[config.mk]
export PLATFORM = sky130hd
export DESIGN_NAME = scope_cmd_top
export DESIGN_NICKNAME = d
export VERILOG_FILES = /design/src/verilog/scope_cmd_pkg.sv /design/src/verilog/cmd_framer.sv /design/src/verilog/info_responder.sv /design/src/verilog/reply_arbiter.sv /design/src/verilog/scope_cmd_top.sv /design/src/verilog/spi_sequencer.sv
export SDC_FILE = /design/constraint.sdc
export NUM_CORES = 1
export LEC_CHECK = 0
export BUFFER_PORTS_ARGS = -buffer_cell sky130_fd_sc_hd__buf_2
export CAP_MARGIN = 30
export CORE_MARGIN = 3
export CORE_UTILIZATION = 55
export DETAILED_ROUTE_END_ITERATION = 12
export PLACE_DENSITY = 0.87
export SLEW_MARGIN = 10
export SYNTH_ARGS = -nofsm -noshare
export SYNTH_HDL_FRONTEND = slang
export SYNTH_SLANG_ARGS = --single-unit
[constraint.sdc]
create_clock -name clk -period 2.7 [get_ports clk]
set_input_delay 0.54 -clock clk [delete_from_list [all_inputs] [get_ports clk]]
set_output_delay 0.54 -clock clk [all_outputs]
set_load 0.02 [all_outputs]
[src/verilog/scope_cmd_pkg.sv]
// scope command path shared definitions
// opcodes, protocol widths, SPI timing and the 8-byte command word

package scope_cmd_pkg;

	// ------------------------------
	// opcodes and info selectors
	// ------------------------------
	localparam logic [7:0] OP_INFO     = 8'd2;   // register and status reads
	localparam logic [7:0] OP_SPI      = 8'd3;   // chip transaction
	localparam logic [7:0] OP_SPI_MODE = 8'd4;   // SPI master mode
	localparam logic [7:0] OP_BOARDOUT = 8'd10;  // single board output bit

	localparam logic [7:0] INFO_VERSION   = 8'd0;
	localparam logic [7:0] INFO_BOARDIN   = 8'd1;
	localparam logic [7:0] INFO_OVERRANGE = 8'd2;

	localparam logic [31:0] FW_VERSION = 32'd19;

	// ------------------------------
	// protocol and SPI timing
	// ------------------------------
	localparam int CMD_BYTES       = 8;    // bytes per host command
	localparam int REPLY_W         = 32;   // reply word width
	localparam int CS_SETUP_CYCLES = 10;   // cs low to first byte
	localparam int CS_HOLD_CYCLES  = 35;   // last rx byte to cs high

	// boot transaction, powers down the ADC
	localparam logic [7:0] BOOT_CHIP = 8'd0;
	localparam logic [7:0] BOOT_B0   = 8'h00;
	localparam logic [7:0] BOOT_B1   = 8'h02;
	localparam logic [7:0] BOOT_B2   = 8'h03;

	// SPI transaction FSM states
	localparam logic [2:0] SPI_IDLE    = 3'd0;
	localparam logic [2:0] SPI_SETUP   = 3'd1;
	localparam logic [2:0] SPI_SEND    = 3'd2;
	localparam logic [2:0] SPI_WAIT_RX = 3'd3;
	localparam logic [2:0] SPI_HOLD    = 3'd4;
	localparam logic [2:0] SPI_REPLY   = 3'd5;

	// first received byte sits in the top byte of the word
	typedef union packed {
		struct packed {
			logic [7:0] opcode;
			logic [7:0] arg1;
			logic [7:0] arg2;
			logic [7:0] arg3;
			logic [7:0] arg4;
			logic [7:0] arg5;
			logic [7:0] arg6;
			logic [7:0] arg7;
		} generic;
		struct packed {
			logic [7:0]  opcode;
			logic [7:0]  chip;     // chip select index
			logic [31:0] payload;  // payload byte 0 in the top byte
			logic [7:0]  spare;
			logic [7:0]  count;    // bytes to send, 2..4
		} spi;
	} cmd_word_u;

endpackage

[src/verilog/cmd_framer.sv]
// command framer
// assembles 8 host bytes into one command word and hands it to the
// info or SPI engine by opcode, unknown opcodes are dropped

`timescale 1ns/1ps

module cmd_framer (
	input  logic                     clk,
	input  logic                     rstn,
	input  logic                     i_rx_valid,
	input  logic [7:0]               i_rx_data,
	output logic                     o_rx_ready,
	output scope_cmd_pkg::cmd_word_u o_cmd,
	output logic                     o_info_valid,
	input  logic                     i_info_ready,
	output logic                     o_spi_valid,
	input  logic                     i_spi_ready
);

	logic [2:0]  byte_cnt;   // bytes of the current command so far
	logic [63:0] next_word;  // word including the byte on the bus
	logic [7:0]  next_op;
	logic        rx_take;
	logic        last_byte;

	assign rx_take    = i_rx_valid && o_rx_ready;
	assign last_byte  = rx_take && (byte_cnt == 3'(scope_cmd_pkg::CMD_BYTES - 1));
	assign next_word  = {o_cmd[55:0], i_rx_data};  // shift in from the bottom
	assign next_op    = next_word[63:56];
	assign o_rx_ready = !(o_info_valid || o_spi_valid);  // stall while a command waits

	always_ff @(posedge clk) begin
		if (rx_take)
			o_cmd <= next_word;
	end

	always_ff @(posedge clk or negedge rstn) begin
		if (!rstn) begin
			byte_cnt     <= 3'd0;
			o_info_valid <= 1'b0;
			o_spi_valid  <= 1'b0;
		end else begin
			if (last_byte)
				byte_cnt <= 3'd0;
			else if (rx_take)
				byte_cnt <= byte_cnt + 3'd1;

			if (last_byte) begin
				case (next_op)
					scope_cmd_pkg::OP_SPI:       o_spi_valid  <= 1'b1;
					scope_cmd_pkg::OP_INFO,
					scope_cmd_pkg::OP_SPI_MODE,
					scope_cmd_pkg::OP_BOARDOUT:  o_info_valid <= 1'b1;
					default:                     ; // unknown, no reply
				endcase
			end

			if (o_info_valid && i_info_ready)
				o_info_valid <= 1'b0;
			if (o_spi_valid && i_spi_ready)
				o_spi_valid <= 1'b0;
		end
	end

	// one command goes to one engine only
	a_one_route: assert property (@(posedge clk) disable iff (!rstn)
		!(o_info_valid && o_spi_valid));

endmodule

[src/verilog/info_responder.sv]
// info engine
// answers version, board input and overrange counter reads, sets the
// SPI mode and single board output bits, one reply word per command

`timescale 1ns/1ps

module info_responder (
	input  logic                                clk,
	input  logic                                rstn,
	input  logic                                i_cmd_valid,
	output logic                                o_cmd_ready,
	input  scope_cmd_pkg::cmd_word_u            i_cmd,
	input  logic [7:0]                          i_boardin,
	input  logic [3:0]                          i_overrange,
	output logic [7:0]                          o_boardout,
	output logic [1:0]                          o_spi_mode,
	output logic                                o_reply_valid,
	input  logic                                i_reply_ready,
	output logic [scope_cmd_pkg::REPLY_W-1:0]   o_reply_data
);

	logic [31:0] ovr_cnt [4];   // cycles each overrange bit was high
	logic [7:0]  bout_next;     // board output with the commanded bit applied
	logic [scope_cmd_pkg::REPLY_W-1:0] reply_next;
	logic        cmd_take;

	assign o_cmd_ready = !o_reply_valid;  // one command in flight
	assign cmd_take    = i_cmd_valid && o_cmd_ready;

	// ------------------------------
	// reply decode
	// ------------------------------
	always_comb begin
		bout_next = o_boardout;
		bout_next[i_cmd.generic.arg1[2:0]] = i_cmd.generic.arg2[0];
		reply_next = '0;
		case (i_cmd.generic.opcode)
			scope_cmd_pkg::OP_INFO: begin
				case (i_cmd.generic.arg1)
					scope_cmd_pkg::INFO_VERSION:   reply_next = scope_cmd_pkg::FW_VERSION;
					scope_cmd_pkg::INFO_BOARDIN:   reply_next = {4{i_boardin}};
					scope_cmd_pkg::INFO_OVERRANGE: reply_next = ovr_cnt[i_cmd.generic.arg2[1:0]];
					default:                       reply_next = '0;  // undefined selector
				endcase
			end
			scope_cmd_pkg::OP_SPI_MODE: reply_next = {24'd0, i_cmd.generic.arg1};  // echo
			scope_cmd_pkg::OP_BOARDOUT: reply_next = {24'd0, bout_next};
			default:                    reply_next = '0;
		endcase
	end

	// ------------------------------
	// state and counters
	// ------------------------------
	always_ff @(posedge clk or negedge rstn) begin
		if (!rstn) begin
			o_reply_valid <= 1'b0;
			o_spi_mode    <= 2'd0;
			o_boardout    <= 8'd0;
			for (int i = 0; i < 4; i++)
				ovr_cnt[i] <= 32'd0;
		end else begin
			for (int i = 0; i < 4; i++) begin
				if (i_overrange[i])
					ovr_cnt[i] <= ovr_cnt[i] + 32'd1;
			end

			if (cmd_take) begin
				o_reply_valid <= 1'b1;
				if (i_cmd.generic.opcode == scope_cmd_pkg::OP_SPI_MODE)
					o_spi_mode <= i_cmd.generic.arg1[1:0];
				if (i_cmd.generic.opcode == scope_cmd_pkg::OP_BOARDOUT)
					o_boardout <= bout_next;
			end else if (o_reply_valid && i_reply_ready) begin
				o_reply_valid <= 1'b0;
			end
		end
	end

	always_ff @(posedge clk) begin
		if (cmd_take)
			o_reply_data <= reply_next;  // captured with the command
	end

endmodule

[src/verilog/reply_arbiter.sv]
// reply arbiter
// shares the outgoing reply word stream between the info and SPI engines

`timescale 1ns/1ps

module reply_arbiter (
	input  logic                                clk,
	input  logic                                rstn,
	input  logic                                i_info_valid,
	output logic                                o_info_ready,
	input  logic [scope_cmd_pkg::REPLY_W-1:0]   i_info_data,
	input  logic                                i_spi_valid,
	output logic                                o_spi_ready,
	input  logic [scope_cmd_pkg::REPLY_W-1:0]   i_spi_data,
	output logic                                o_reply_valid,
	input  logic                                i_reply_ready,
	output logic [scope_cmd_pkg::REPLY_W-1:0]   o_reply_data
);

	logic age_info;   // info request already waited a cycle
	logic age_spi;
	logic can_load;
	logic pick_info;

	assign can_load     = !o_reply_valid;  // grant only into an empty register
	assign pick_info    = i_info_valid && (!i_spi_valid || (age_info && !age_spi));  // tie to spi
	assign o_info_ready = can_load && pick_info;
	assign o_spi_ready  = can_load && i_spi_valid && !pick_info;

	always_ff @(posedge clk or negedge rstn) begin
		if (!rstn) begin
			age_info      <= 1'b0;
			age_spi       <= 1'b0;
			o_reply_valid <= 1'b0;
		end else begin
			age_info <= i_info_valid && !o_info_ready;
			age_spi  <= i_spi_valid && !o_spi_ready;
			if (o_info_ready || o_spi_ready)
				o_reply_valid <= 1'b1;
			else if (i_reply_ready)
				o_reply_valid <= 1'b0;
		end
	end

	always_ff @(posedge clk) begin
		if (o_info_ready)
			o_reply_data <= i_info_data;
		else if (o_spi_ready)
			o_reply_data <= i_spi_data;
	end

	// a stalled word stays put until the host takes it
	a_hold: assert property (@(posedge clk) disable iff (!rstn)
		(o_reply_valid && !i_reply_ready) |=> (o_reply_valid && $stable(o_reply_data)));

endmodule

[src/verilog/scope_cmd_top.sv]
// scope command path top
// host byte stream in, reply word stream out, SPI master and board pins

`timescale 1ns/1ps

module scope_cmd_top (
	input  logic                                clk,
	input  logic                                rstn,
	input  logic                                i_rx_valid,
	input  logic [7:0]                          i_rx_data,
	output logic                                o_rx_ready,
	input  logic [7:0]                          i_boardin,
	input  logic [3:0]                          i_overrange,
	output logic [7:0]                          o_boardout,
	output logic [1:0]                          o_spi_mode,
	output logic [7:0]                          o_spi_tx,
	output logic                                o_spi_tx_dv,
	input  logic                                i_spi_tx_ready,
	input  logic [7:0]                          i_spi_rx,
	input  logic                                i_spi_rx_dv,
	output logic [7:0]                          o_spi_cs,
	output logic [2:0]                          o_spi_miso_sel,
	output logic                                o_reply_valid,
	input  logic                                i_reply_ready,
	output logic [scope_cmd_pkg::REPLY_W-1:0]   o_reply_data
);

	scope_cmd_pkg::cmd_word_u           cmd;
	logic                               info_cmd_valid, info_cmd_ready;
	logic                               spi_cmd_valid, spi_cmd_ready;
	logic                               info_rep_valid, info_rep_ready;
	logic                               spi_rep_valid, spi_rep_ready;
	logic [scope_cmd_pkg::REPLY_W-1:0]  info_rep_data;
	logic [scope_cmd_pkg::REPLY_W-1:0]  spi_rep_data;

	cmd_framer framer_i (
		.clk(clk), .rstn(rstn),
		.i_rx_valid(i_rx_valid), .i_rx_data(i_rx_data), .o_rx_ready(o_rx_ready),
		.o_cmd(cmd),
		.o_info_valid(info_cmd_valid), .i_info_ready(info_cmd_ready),
		.o_spi_valid(spi_cmd_valid), .i_spi_ready(spi_cmd_ready)
	);

	info_responder info_i (
		.clk(clk), .rstn(rstn),
		.i_cmd_valid(info_cmd_valid), .o_cmd_ready(info_cmd_ready), .i_cmd(cmd),
		.i_boardin(i_boardin), .i_overrange(i_overrange),
		.o_boardout(o_boardout), .o_spi_mode(o_spi_mode),
		.o_reply_valid(info_rep_valid), .i_reply_ready(info_rep_ready),
		.o_reply_data(info_rep_data)
	);

	spi_sequencer spi_i (
		.clk(clk), .rstn(rstn),
		.i_cmd_valid(spi_cmd_valid), .o_cmd_ready(spi_cmd_ready), .i_cmd(cmd),
		.o_spi_tx(o_spi_tx), .o_spi_tx_dv(o_spi_tx_dv), .i_spi_tx_ready(i_spi_tx_ready),
		.i_spi_rx(i_spi_rx), .i_spi_rx_dv(i_spi_rx_dv),
		.o_spi_cs(o_spi_cs), .o_spi_miso_sel(o_spi_miso_sel),
		.o_reply_valid(spi_rep_valid), .i_reply_ready(spi_rep_ready),
		.o_reply_data(spi_rep_data)
	);

	reply_arbiter arbiter_i (
		.clk(clk), .rstn(rstn),
		.i_info_valid(info_rep_valid), .o_info_ready(info_rep_ready),
		.i_info_data(info_rep_data),
		.i_spi_valid(spi_rep_valid), .o_spi_ready(spi_rep_ready),
		.i_spi_data(spi_rep_data),
		.o_reply_valid(o_reply_valid), .i_reply_ready(i_reply_ready),
		.o_reply_data(o_reply_data)
	);

endmodule

[src/verilog/spi_sequencer.sv]
// SPI engine
// runs the ADC power-down boot transaction once, then host chip
// transactions, byte by byte through an external SPI master

`timescale 1ns/1ps

module spi_sequencer (
	input  logic                                clk,
	input  logic                                rstn,
	input  logic                                i_cmd_valid,
	output logic                                o_cmd_ready,
	input  scope_cmd_pkg::cmd_word_u            i_cmd,
	output logic [7:0]                          o_spi_tx,
	output logic                                o_spi_tx_dv,
	input  logic                                i_spi_tx_ready,
	input  logic [7:0]                          i_spi_rx,
	input  logic                                i_spi_rx_dv,
	output logic [7:0]                          o_spi_cs,
	output logic [2:0]                          o_spi_miso_sel,
	output logic                                o_reply_valid,
	input  logic                                i_reply_ready,
	output logic [scope_cmd_pkg::REPLY_W-1:0]   o_reply_data
);

	logic [2:0]  state;
	logic        boot_done;   // boot transaction already started
	logic [5:0]  wait_cnt;    // cs setup and hold timer
	logic [2:0]  left;        // bytes still to send
	logic [31:0] tx_sh;       // payload, next byte on top
	logic [15:0] rx_sh;       // last two received bytes

	logic [2:0]  ld_chip;
	logic [31:0] ld_payload;
	logic [2:0]  ld_count;
	logic        start;
	logic        setup_done;
	logic        hold_done;
	logic        tx_go;
	logic        rx_got;
	logic        in_txn;

	assign o_cmd_ready = (state == scope_cmd_pkg::SPI_IDLE) && boot_done;
	assign start       = (state == scope_cmd_pkg::SPI_IDLE) && (!boot_done || i_cmd_valid);
	assign setup_done  = (state == scope_cmd_pkg::SPI_SETUP) &&
	                     (wait_cnt == 6'(scope_cmd_pkg::CS_SETUP_CYCLES - 1));
	assign hold_done   = (state == scope_cmd_pkg::SPI_HOLD) &&
	                     (wait_cnt == 6'(scope_cmd_pkg::CS_HOLD_CYCLES - 1));
	assign tx_go       = (state == scope_cmd_pkg::SPI_SEND) && i_spi_tx_ready;
	assign rx_got      = (state == scope_cmd_pkg::SPI_WAIT_RX) && i_spi_rx_dv;

	// boot has priority over host commands
	always_comb begin
		if (!boot_done) begin
			ld_chip    = scope_cmd_pkg::BOOT_CHIP[2:0];
			ld_payload = {scope_cmd_pkg::BOOT_B0, scope_cmd_pkg::BOOT_B1,
			              scope_cmd_pkg::BOOT_B2, 8'h00};
			ld_count   = 3'd3;
		end else begin
			ld_chip    = i_cmd.spi.chip[2:0];
			ld_payload = i_cmd.spi.payload;
			case (i_cmd.spi.count)
				8'd2, 8'd3, 8'd4: ld_count = i_cmd.spi.count[2:0];
				default:          ld_count = 3'd3;  // bad count, send three
			endcase
		end
	end

	// ------------------------------
	// transaction FSM
	// ------------------------------
	always_ff @(posedge clk or negedge rstn) begin
		if (!rstn) begin
			state          <= scope_cmd_pkg::SPI_IDLE;
			boot_done      <= 1'b0;
			wait_cnt       <= 6'd0;
			left           <= 3'd0;
			o_spi_tx_dv    <= 1'b0;
			o_spi_cs       <= 8'hff;
			o_spi_miso_sel <= 3'd0;
			o_reply_valid  <= 1'b0;
		end else begin
			o_spi_tx_dv <= 1'b0;  // single cycle strobe
			case (state)
				scope_cmd_pkg::SPI_IDLE: begin
					if (start) begin
						boot_done      <= 1'b1;
						o_spi_cs       <= ~(8'h01 << ld_chip);
						o_spi_miso_sel <= ld_chip;
						left           <= ld_count;
						wait_cnt       <= 6'd0;
						state          <= scope_cmd_pkg::SPI_SETUP;
					end
				end
				scope_cmd_pkg::SPI_SETUP: begin
					if (setup_done) begin
						wait_cnt <= 6'd0;
						state    <= scope_cmd_pkg::SPI_SEND;
					end else begin
						wait_cnt <= wait_cnt + 6'd1;
					end
				end
				scope_cmd_pkg::SPI_SEND: begin
					if (tx_go) begin
						o_spi_tx_dv <= 1'b1;
						left        <= left - 3'd1;
						state       <= scope_cmd_pkg::SPI_WAIT_RX;
					end
				end
				scope_cmd_pkg::SPI_WAIT_RX: begin
					if (rx_got)  // one rx byte per tx byte
						state <= (left == 3'd0) ? scope_cmd_pkg::SPI_HOLD : scope_cmd_pkg::SPI_SEND;
				end
				scope_cmd_pkg::SPI_HOLD: begin
					if (hold_done) begin
						wait_cnt      <= 6'd0;
						o_spi_cs      <= 8'hff;
						o_reply_valid <= 1'b1;
						state         <= scope_cmd_pkg::SPI_REPLY;
					end else begin
						wait_cnt <= wait_cnt + 6'd1;
					end
				end
				scope_cmd_pkg::SPI_REPLY: begin
					if (i_reply_ready) begin
						o_reply_valid <= 1'b0;
						state         <= scope_cmd_pkg::SPI_IDLE;
					end
				end
				default: state <= scope_cmd_pkg::SPI_IDLE;
			endcase
		end
	end

	// data path
	always_ff @(posedge clk) begin
		if (start)
			tx_sh <= ld_payload;
		if (tx_go) begin
			o_spi_tx <= tx_sh[31:24];
			tx_sh    <= {tx_sh[23:0], 8'h00};
		end
		if (rx_got)
			rx_sh <= {rx_sh[7:0], i_spi_rx};
		if (hold_done)
			o_reply_data <= {16'd0, rx_sh};
	end

	assign in_txn = (state == scope_cmd_pkg::SPI_SETUP) || (state == scope_cmd_pkg::SPI_SEND) ||
	                (state == scope_cmd_pkg::SPI_WAIT_RX) || (state == scope_cmd_pkg::SPI_HOLD);

	// at most one chip selected, and the selection holds for the whole transaction
	a_cs_onehot: assert property (@(posedge clk) disable iff (!rstn)
		$onehot0(~o_spi_cs));
	a_cs_stable: assert property (@(posedge clk) disable iff (!rstn)
		(in_txn && $past(in_txn)) |-> $stable(o_spi_cs));

endmodule
==> summary.txt, run 1 <==
run status: finished, final reports clean
post-route clock skew: 0.00837 ns
synthesized cell area: 15800 um^2
Initial Util: 56.3%
non-filler cells, final: 1702
DRT Pass-1 Iters: 6
gr usage total: 24.3%
clk_lat worst skew: 0.52 ns
RSZ-0062 raised after global routing: no
Iter 0 DRT Violations: 1178
final core utilization: 64.7%
Clock transition at path regs: 0.06 ns
vias per inst: 6.15
Synth cell types: 56
Final nets: 1340
CTS tree: yes
Antenna Violating Nets Remaining: 0
Cell Int Power: 10500 uW
pwr/cell area: 793 nW/um^2
Worst Path Required: 3.05 ns
crit path capture type: flop
synthesized instance count: 1163
Slew Viols, Final: 0
fin crit share: 91.8%
Avg Inst Size Synth: 13.5 um^2
maxcap violations: 0
largest net degree at the start of global routing: 58
setup violators final: 0
hpwl dp: 24300 um
DRT Wirelength: 36900 um
area of the multi-input gates: 5280 um^2
Mapped Nets: 1208
first-pass GRT wire length: 58900 um
Longest Clk Path Bufs: 3
hold bufs inserted after CTS: 0
Num CTS Buffers: 37
Ant. Diodes: 0
CTS root buf: clkbuf_16
IO buf count: 97
critical path type: flop to flop
Hold WC Path Type: primary input to asynchronous set/reset pin
overall via count from detail_route: 10500
CP Max Fanout: 8
filler cell count: 1836
WP data arrival: 2.83 ns
Yosys top cell by area: edfxtp_1
wire per inst: 21.7 um
EDFF count, synth: 192
Pleak: 0.00706 uW
NetSw: 3880 uW
Register Area: 10300 um^2
number of remaining DRC errors: 0
Setup Fix Bufs, Post-CTS: 0
post-cts sizing count: 0
clock tree sinks: 373
Die X: 175 um
ys flop type: edfxtp_1
Sequential Power Share: 50.5%
grt ovf: 0
final hold viol count: 0
startpoint types: flop
Area contributors post-synth: edfxtp_1 37%, dfrtp_1 26%, xnor2_1 5.6%
die outline area: 30700 um^2
Core Rows: 61
pin slew with the least headroom to its limit: 0.822 ns
Inst Count DP: 1634
fmax: 404 MHz
H-tree level count: 2
Rel. slew slack: 45.2%
top-area cell type share of the netlist area: 36.6%
Chip Height: 175 um
Yosys warning total: 0
core area: 28000 um^2
GP Congestion: 0.868
setup TNS: 0 ns
worst vdd ir: 436 uV
I/O pin cnt: 98
clock share of power: 35.3%
layout cell share with drive strength beyond 1: 20.7%
Seq/Total Area, Yosys: 65.1%
vias in the first global route: 10400
initial antenna violation count: 1
minimum clock period: 2.48 ns
Async SR Flop Fraction: 46.4%
area grow syn2layout: 15.1%
Yosys reg bits: 373
combinational fraction of design power: 14.2%
Sw Ratio: 27.0%
per-stage QoR:
| step | worst slack (ns) | area (um^2) | total power [uW] | hold slack [ns] |
|---|---|---|---|---|
| after floorplan | 0.298 | 15800 | 8540 | 0.244 |
| after global routing | 0.0951 | 18100 | 14900 | 0.0455 |
| final | 0.222 | 18100 | 14400 | 0.00739 |
| after CTS | 0.234 | 18100 | 14400 | 0.0232 |
| after global placement | 0.364 | 16900 | 9180 | 0.401 |
| after detailed placement | 0.263 | 16900 | 9340 | 0.405 |
worst max-delay path: stages (launching register included):
cell,delay [ns]
edfxtp_1,0.42
or4_1,0.57
or3_4,0.37
nor2_1,0.53
nand2_1,0.22
a21oi_1,0.20
final timing paths:
| check | start | end | slack [ns] | cells after the start |
|---|---|---|---|---|
| min in group clk | i_rx_data[7] | framer_i.o_cmd[7]$_DFFE_PP_ | 0.20 | 1 |
| worst min register to register | spi_i.tx_sh[28]$_DFFE_PP_ | spi_i.o_spi_tx[4]$_DFFE_PP_ | 0.42 | 0 |
| worst min-delay path | rstn | info_i.ovr_cnt[56]$_DFFE_PN0P_ | 0.007 | 1 |
| worst max-delay path | framer_i.o_cmd[53]$_DFFE_PP_ | info_i.o_reply_data[13]$_DFFE_PP_ | 0.22 | 5 |
| max in group asynchronous | rstn | spi_i.o_spi_cs[4]$_DFFE_PN1P_ | 1.93 | 2 |
| worst max register to register | framer_i.o_cmd[53]$_DFFE_PP_ | info_i.o_reply_data[13]$_DFFE_PP_ | 0.22 | 5 |
power groups by stage:
stage	Sequential [uW]	Combinational, uW	Clock, uW
2_1_floorplan	7270	1270	0
3_3_place_gp	7290	1890	0
3_5_place_dp	7330	2000	0
4_1_cts	7240	2040	5110
5_1_grt	7320	2260	5350
6_report	7250	2040	5080
flip-flops by register name, summed over array words and instances, names as in the netlist, 2 cells and up:
signal / cells
spi_i.o_spi_miso_sel: 3
spi_i.left: 3
info_i.o_spi_mode: 2
info_i.o_boardout: 8
spi_i.wait_cnt: 6
framer_i.o_cmd: 64
spi_i.o_spi_cs: 8
spi_i.state: 3
info_i.o_reply_data: 32
spi_i.o_reply_data: 16
framer_i.byte_cnt: 3
info_i.ovr_cnt: 128
spi_i.tx_sh: 32
spi_i.o_spi_tx: 8
arbiter_i.o_reply_data: 32
spi_i.rx_sh: 16
cells in the mapped netlist (all sizes together), types with 6 or more instances:
| cell type | n |
|---|---|
| mux2 | 32 |
| buf | 13 |
| o21ai | 44 |
| and3 | 23 |
| nor3b | 6 |
| nor2b | 10 |
| nand2 | 122 |
| nand3 | 53 |
| and4 | 17 |
| a21oi | 29 |
| a31oi | 9 |
| dfxtp | 8 |
| nor4 | 9 |
| clkbuf | 29 |
| xor2 | 27 |
| nor2 | 50 |
| nand4 | 30 |
| nor3 | 16 |
| mux2i | 8 |
| nand2b | 7 |
| inv | 17 |
| dfrtp | 165 |
| dfstp | 8 |
| ha | 11 |
| and2 | 27 |
| a22o | 29 |
| xnor2 | 100 |
| mux4 | 32 |
| edfxtp | 192 |
metal layers:
layer / wire, um / share of wire [%] / track usage, % / vias to the layer above
li1: - / - / - / 4538
met1: 14100 / 38 / 32.6 / 5173
met2: 18200 / 49 / 40.8 / 645
met3: 3190 / 8.6 / 3.87 / 102
met5: 13 / 0.035 / 0 / -
met4: 1330 / 3.6 / 8.48 / 2
kinds of logic (layout without fill, tap and decap cells):
family	count (synthesis)	in the layout	synth area share (%)
XOR/XNOR	127	127	7.06
adder cells (fa/ha/maj)	11	11	0.873
AND/OR/NAND/NOR	386	386	12.6
buffers and inverters	59	220	1.48
multiplexers	72	72	7.37
AO/OA/AOI/OAI	135	135	5.50
flip-flops	373	373	65.1
final cells by class:
type	count	share of cell area, %
Clock buffer	51	5.85
Sequential cell	373	56.6
Multi-Input combinational cell	731	29.1
Timing Repair Buffer	135	4.63
Clock inverter	17	0.807
Inverter	17	0.373
Tap cell	378	2.61
cell usage in the layout (no fill, tap or decap), types with 26 or more instances in the layout:
cell	netlist	final
xor2_1	27	27
mux2_2	32	32
mux4_2	32	32
nand4_1	30	30
edfxtp_1	192	192
a22o_1	29	29
dfrtp_1	165	165
and2_1	26	26
buf_2	9	96
nor2_1	50	49
o21ai_0	37	37
clkbuf_16	0	39
buf_4	0	33
nand3_1	53	53
a21oi_1	29	29
nand2_1	122	122
xnor2_1	100	100
Note: power is estimated with default switching activity, not from simulation.
==> run 2, diff against run 1 <==
--- a/config.mk
+++ b/config.mk
@@ -5,12 +5,13 @@
 export SDC_FILE = /design/constraint.sdc
 export NUM_CORES = 1
 export LEC_CHECK = 0
-export BUFFER_PORTS_ARGS = -buffer_cell sky130_fd_sc_hd__buf_2
 export CAP_MARGIN = 30
 export CORE_MARGIN = 3
-export CORE_UTILIZATION = 55
+export CORE_UTILIZATION = 57
 export DETAILED_ROUTE_END_ITERATION = 12
-export PLACE_DENSITY = 0.87
+export DONT_BUFFER_PORTS = 1
+export PLACE_DENSITY = 0.86
+export SKIP_LAST_GASP = 1
 export SLEW_MARGIN = 10
 export SYNTH_ARGS = -nofsm -noshare
 export SYNTH_HDL_FRONTEND = slang
==> run 2 against run 1 <==
The flow now finishes with violations (hold timing). Combinational power fell by 19%. Design area shrank 3.2%. Via count decreased by 5.4%. Critical endpoint is now info_i.o_reply_data[2]$_DFFE_PP_. Largest cell class unchanged. Die area decreased by 3.4%. Worst setup slack improved by 0.054 ns. Clock power grew 2%. Highest routed layer unchanged.
==> summary.txt, run 2 (synthesis gave the netlist of run 1 again) <==
clk_lat worst skew: 0.52 ns
vias in the first global route: 9660
Largest regs: info_i.ovr_cnt x128, framer_i.o_cmd x64
ordered cell list for the critical path: or4_1, or3_4, and4bb_1, nand3b_1, buf_4, o21ai_0
met1 Usage GRT: 31.3%
CTS tree: yes
Pleak: 0.00665 uW
worst vdd ir: 491 uV
post-cts sizing count: 0
Clock transition at path regs: 0.06 ns
filler cell count: 1722
setup TNS: 0 ns
post-route clock skew: 0.0217 ns
Ant. Diodes: 0
commonest cells after routing, fill and taps aside: 192 x edfxtp_1, 165 x dfrtp_1, 122 x nand2_1
layout cell share with drive strength beyond 1: 13.8%
crit-path max cell delay: 0.59 ns
largest net degree at the start of global routing: 174
grt ovf: 0
Initial Util: 58.3%
Antenna Violating Nets Remaining: 0
maxcap violations: 0
first-pass GRT wire length: 54100 um
clock tree sinks: 373
Longest Clk Path Bufs: 3
GR Util met2: 37.2%
Hold WC Path Type: primary input to asynchronous set/reset pin
RSZ-0062 raised after global routing: no
fmax: 413 MHz
Power Total: 14300 uW
initial antenna violation count: 2
pin slew with the least headroom to its limit: 0.853 ns
Final nets: 1239
vias per inst: 6.35
wire per inst: 22.4 um
minimum clock period: 2.42 ns
CTS root buf: clkbuf_16
commonest non-fill, non-tap cell in the layout: edfxtp_1
pwr/cell area: 812 nW/um^2
setup violators final: 0
WP data arrival: 2.76 ns
run status: finished, violations left
Chip Height: 172 um
gr usage total: 23.6%
critical path type: flop to flop
number of remaining DRC errors: 0
Worst Path Required: 3.04 ns
number of flip-flops in the largest register: 128
H-tree level count: 2
overall via count from detail_route: 9893
CP Buf/Inv Count: 1
Iter 0 DRT Violations: 1041
met3 global-route usage: 6.20%
Slew Viols, Final: 0
crit path capture type: flop
hpwl dp: 22800 um
largest reg by FF count: info_i.ovr_cnt
DRT Pass-1 Iters: 6
Hold Slack: -0.261 ns
Core Rows: 60
core area: 27000 um^2
Rel. slew slack: 43.1%
IO buf count: 0
cell family with most CP delay: simple AND/OR/NAND/NOR gates
startpoint types: flop
fin crit share: 89.8%
DRT Wirelength: 34900 um
GP Congestion: 0.884
Setup Fix Bufs, Post-CTS: 0
failing checks: hold timing
Num CTS Buffers: 37
area grow syn2layout: 11.4%
I/O pin cnt: 98
most crowded layer after global routing: met2
die outline area: 29700 um^2
slowest cell on the critical path: or4_1
CP Max Fanout: 32
final hold viol count: 167
Die X: 172 um
run 2: cell count changes in the layout (fill, tap and decap cells not counted), sizes merged:
cell      before  now
clkbuf        51   52
clkinvlp       3    1
clkinv        12    7
buf          135   34
run 2: final cells by class:
cell class	count	area, um^2	area share, %
flip-flops and latches	373	10300	58.5
multi-input cells	731	5280	30.1
clock buffers	52	1130	6.42
well taps	341	427	2.43
repair buffers	34	280	1.60
clock inverters	10	103	0.585
inverters	17	67.6	0.385
run 2: worst reg2reg max path: cells and delay by family (launching register included):
kind,cells,cell delay (ns)
and+or+nand+nor,4,1.34
DFF,1,0.41
buffers and inverters,1,0.25
AOI/OAI and AO/OA,1,0.25
run 2: report_power, final:
group / internal [uW] / total, uW / switching, uW
Clock: 3100 / 5160 / 2060
Sequential: 6700 / 7430 / 738
Combinational: 763 / 1660 / 899
run 2: final timing paths:
kind	startpoint	end	slack [ns]	depth (start not counted)
worst max-delay path	framer_i.o_cmd[53]$_DFFE_PP_	info_i.o_reply_data[2]$_DFFE_PP_	0.28	6
worst min-delay path	rstn	info_i.ovr_cnt[82]$_DFFE_PN0P_	-0.26	0
worst max register to register	framer_i.o_cmd[53]$_DFFE_PP_	info_i.o_reply_data[2]$_DFFE_PP_	0.28	6
worst min register to register	spi_i.tx_sh[26]$_DFFE_PP_	spi_i.o_spi_tx[2]$_DFFE_PP_	0.42	0
max in group asynchronous	rstn	spi_i.o_spi_cs[0]$_DFFE_PN1P_	2.67	0
min in group clk	i_spi_rx[5]	spi_i.rx_sh[5]$_DFFE_PP_	0.11	0
run 2: metal layers:
| layer | part of all wire, % | wire length [um] |
|---|---|---|
| met1 | 39 | 13600 |
| met2 | 47 | 16400 |
| met3 | 9.9 | 3440 |
| met4 | 4.0 | 1400 |
| met5 | 0.037 | 13 |
run 2: per-stage QoR:
| step | worst slack, ns | util (%) | hold WS [ns] | area [um^2] | std cells |
|---|---|---|---|---|---|
| 2_1_floorplan | 0.298 | - | 0.244 | 15800 | 1163 |
| 3_3_place_gp | 0.489 | 60.4 | 0.261 | 16300 | 1496 |
| 3_5_place_dp | 0.385 | 60.4 | 0.259 | 16300 | 1496 |
| 4_1_cts | 0.359 | 64.9 | -0.285 | 17500 | 1558 |
| 5_1_grt | 0.247 | 64.9 | -0.279 | 17500 | 1558 |
| 6_report | 0.276 | 64.9 | -0.261 | 17500 | 1558 |
==> run 3, diff against run 2 <==
==> constraint.sdc (replaced) <==
create_clock -name clk -period 2.7 [get_ports clk]
set_input_delay 0.405 -clock clk [delete_from_list [all_inputs] [get_ports clk]]
set_output_delay 0.405 -clock clk [all_outputs]
set_load 0.02 [all_outputs]
==> run 3 against run 2 <==
The flow still finishes with violations (hold timing). Die area unchanged. Critical path depth unchanged. Design area up 1.2%. Critical path type unchanged. Largest cell class unchanged. Largest power group unchanged.
==> summary.txt, run 3 (synthesis gave the netlist of run 1 again) <==
CP Buf/Inv Count: 1
startpoint types: flop
RSZ-0062 raised after global routing: no
Worst R2R End: info_i.o_reply_data[20]$_DFFE_PP_
setup TNS: 0 ns
most crowded layer after global routing: met2
hpwl dp: 23400 um
Pleak: 0.00675 uW
reg2reg setup slack: 0.20 ns
I/O pin cnt: 98
Num CTS Buffers: 36
Inst Count DP: 1496
largest reg by FF count: info_i.ovr_cnt
met1 Usage GRT: 33.8%
DRT Wirelength: 36500 um
Largest regs: info_i.ovr_cnt x128, framer_i.o_cmd x64
vias per inst: 6.35
failing checks: hold timing
IO buf count: 0
Die X: 172 um
first-pass GRT wire length: 56200 um
post-route clock skew: 0.0228 ns
overall via count from detail_route: 10100
post-cts sizing count: 0
wire per inst: 23.1 um
largest net degree at the start of global routing: 174
pwr/cell area: 806 nW/um^2
CP Max Fanout: 32
number of remaining DRC errors: 0
Core Rows: 60
Slew Viols, Final: 0
core area: 27000 um^2
grt ovf: 0
CP Launch Point: framer_i.o_cmd[53]$_DFFE_PP_
Initial Util: 58.3%
critical path type: flop to flop
RR Startpoint: framer_i.o_cmd[53]$_DFFE_PP_
Hold Slack: -0.391 ns
run status: finished, violations left
CTS root buf: clkbuf_16
minimum clock period: 2.50 ns
fin crit share: 92.8%
maxcap violations: 0
Iter 0 DRT Violations: 1123
commonest cells after routing, fill and taps aside: 192 x edfxtp_1, 165 x dfrtp_1, 122 x nand2_1
Setup Fix Bufs, Post-CTS: 0
setup violators final: 0
Antenna Violating Nets Remaining: 0
vias in the first global route: 9923
H-tree level count: 2
Final nets: 1259
Rel. slew slack: 35.9%
die outline area: 29700 um^2
Worst Path Required: 3.04 ns
Chip Height: 172 um
clk_lat worst skew: 0.52 ns
Crit path depth: 6
Longest Clk Path Bufs: 3
slowest cell on the critical path: or4_1
final core utilization: 65.7%
WP data arrival: 2.85 ns
Power Total: 14300 uW
layout cell share with drive strength beyond 1: 13.8%
area grow syn2layout: 12.7%
GP Congestion: 0.878
gr usage total: 24.3%
Clock transition at path regs: 0.07 ns
ordered cell list for the critical path: or4_1, or3_4, and4bb_1, nand3b_1, buf_4, a21oi_1
cells on worst reg2reg path: 6
number of flip-flops in the largest register: 128
pin slew with the least headroom to its limit: 0.962 ns
cell family with most CP delay: simple AND/OR/NAND/NOR gates
non-filler cells, final: 1584
met3 global-route usage: 5.49%
commonest non-fill, non-tap cell in the layout: edfxtp_1
crit-path max cell delay: 0.59 ns
Hold WC Path Type: primary input to asynchronous set/reset pin
clock tree sinks: 373
DRT Pass-1 Iters: 5
hold bufs inserted after CTS: 21
final hold viol count: 173
initial antenna violation count: 1
fmax: 399 MHz
CTS tree: yes
GR Util met2: 39.0%
crit path capture type: flop
Worst Setup EP: info_i.o_reply_data[20]$_DFFE_PP_
worst vdd ir: 375 uV
[run 3: cell types whose count changed in the layout (fill, tap and decap cells not counted), moves of 2 or more]
cell and delta:
bufinv_16 +2, clkbuf_16 -3, clkbuf_8 -2, clkinv_2 +4, dlygate4sd3_1 +21
[run 3: area by class of cell]
type                            instances  area (um^2)
Clock inverter                         17          196
Fill cell                            1697         9260
Sequential cell                       373        10300
Antenna cell                            1         2.50
Clock buffer                           49         1040
Tap cell                              341          427
Timing Repair Buffer                   55          490
Inverter                               17         67.6
Multi-Input combinational cell        731         5280
[run 3: routing by layer]
metal | up-vias | share of wire, %
met5 | - | 0
li1 | 4367 | -
met1 | 4998 | 39
met2 | 615 | 48
met4 | 0 | 2.9
met3 | 85 | 10
[run 3: how the worst min path moves through the flow]
| stage | end | slack (ns) | cells past startpoint |
|---|---|---|---|
| 2_1_floorplan | arbiter_i.age_info$_DFF_PN0_ | 0.11 | 0 |
| 3_3_place_gp | info_i.ovr_cnt[54]$_DFFE_PN0P_ | 0.13 | 0 |
| 3_5_place_dp | info_i.ovr_cnt[84]$_DFFE_PN0P_ | 0.12 | 0 |
| 4_1_cts | info_i.ovr_cnt[8]$_DFFE_PN0P_ | -0.42 | 0 |
| 5_1_grt | info_i.ovr_cnt[112]$_DFFE_PN0P_ | -0.42 | 0 |
| 6_report | info_i.ovr_cnt[84]$_DFFE_PN0P_ | -0.39 | 0 |
[run 3: stage by stage]
stage               cell area (um^2)  worst slack (ns)
floorplan                      15800             0.298
global placement               16300             0.486
detailed placement             16300             0.337
CTS                            17800             0.271
global route                   17800             0.177
finish                         17800             0.195
[run 3: power breakdown]
group          switching, uW  total, uW  internal, uW  leakage [uW]
combinational            913       1700           783       0.00204
sequential               744       7440          6690       0.00410
clock                   2090       5180          3090      0.000612
total                   3750      14300         10600       0.00675
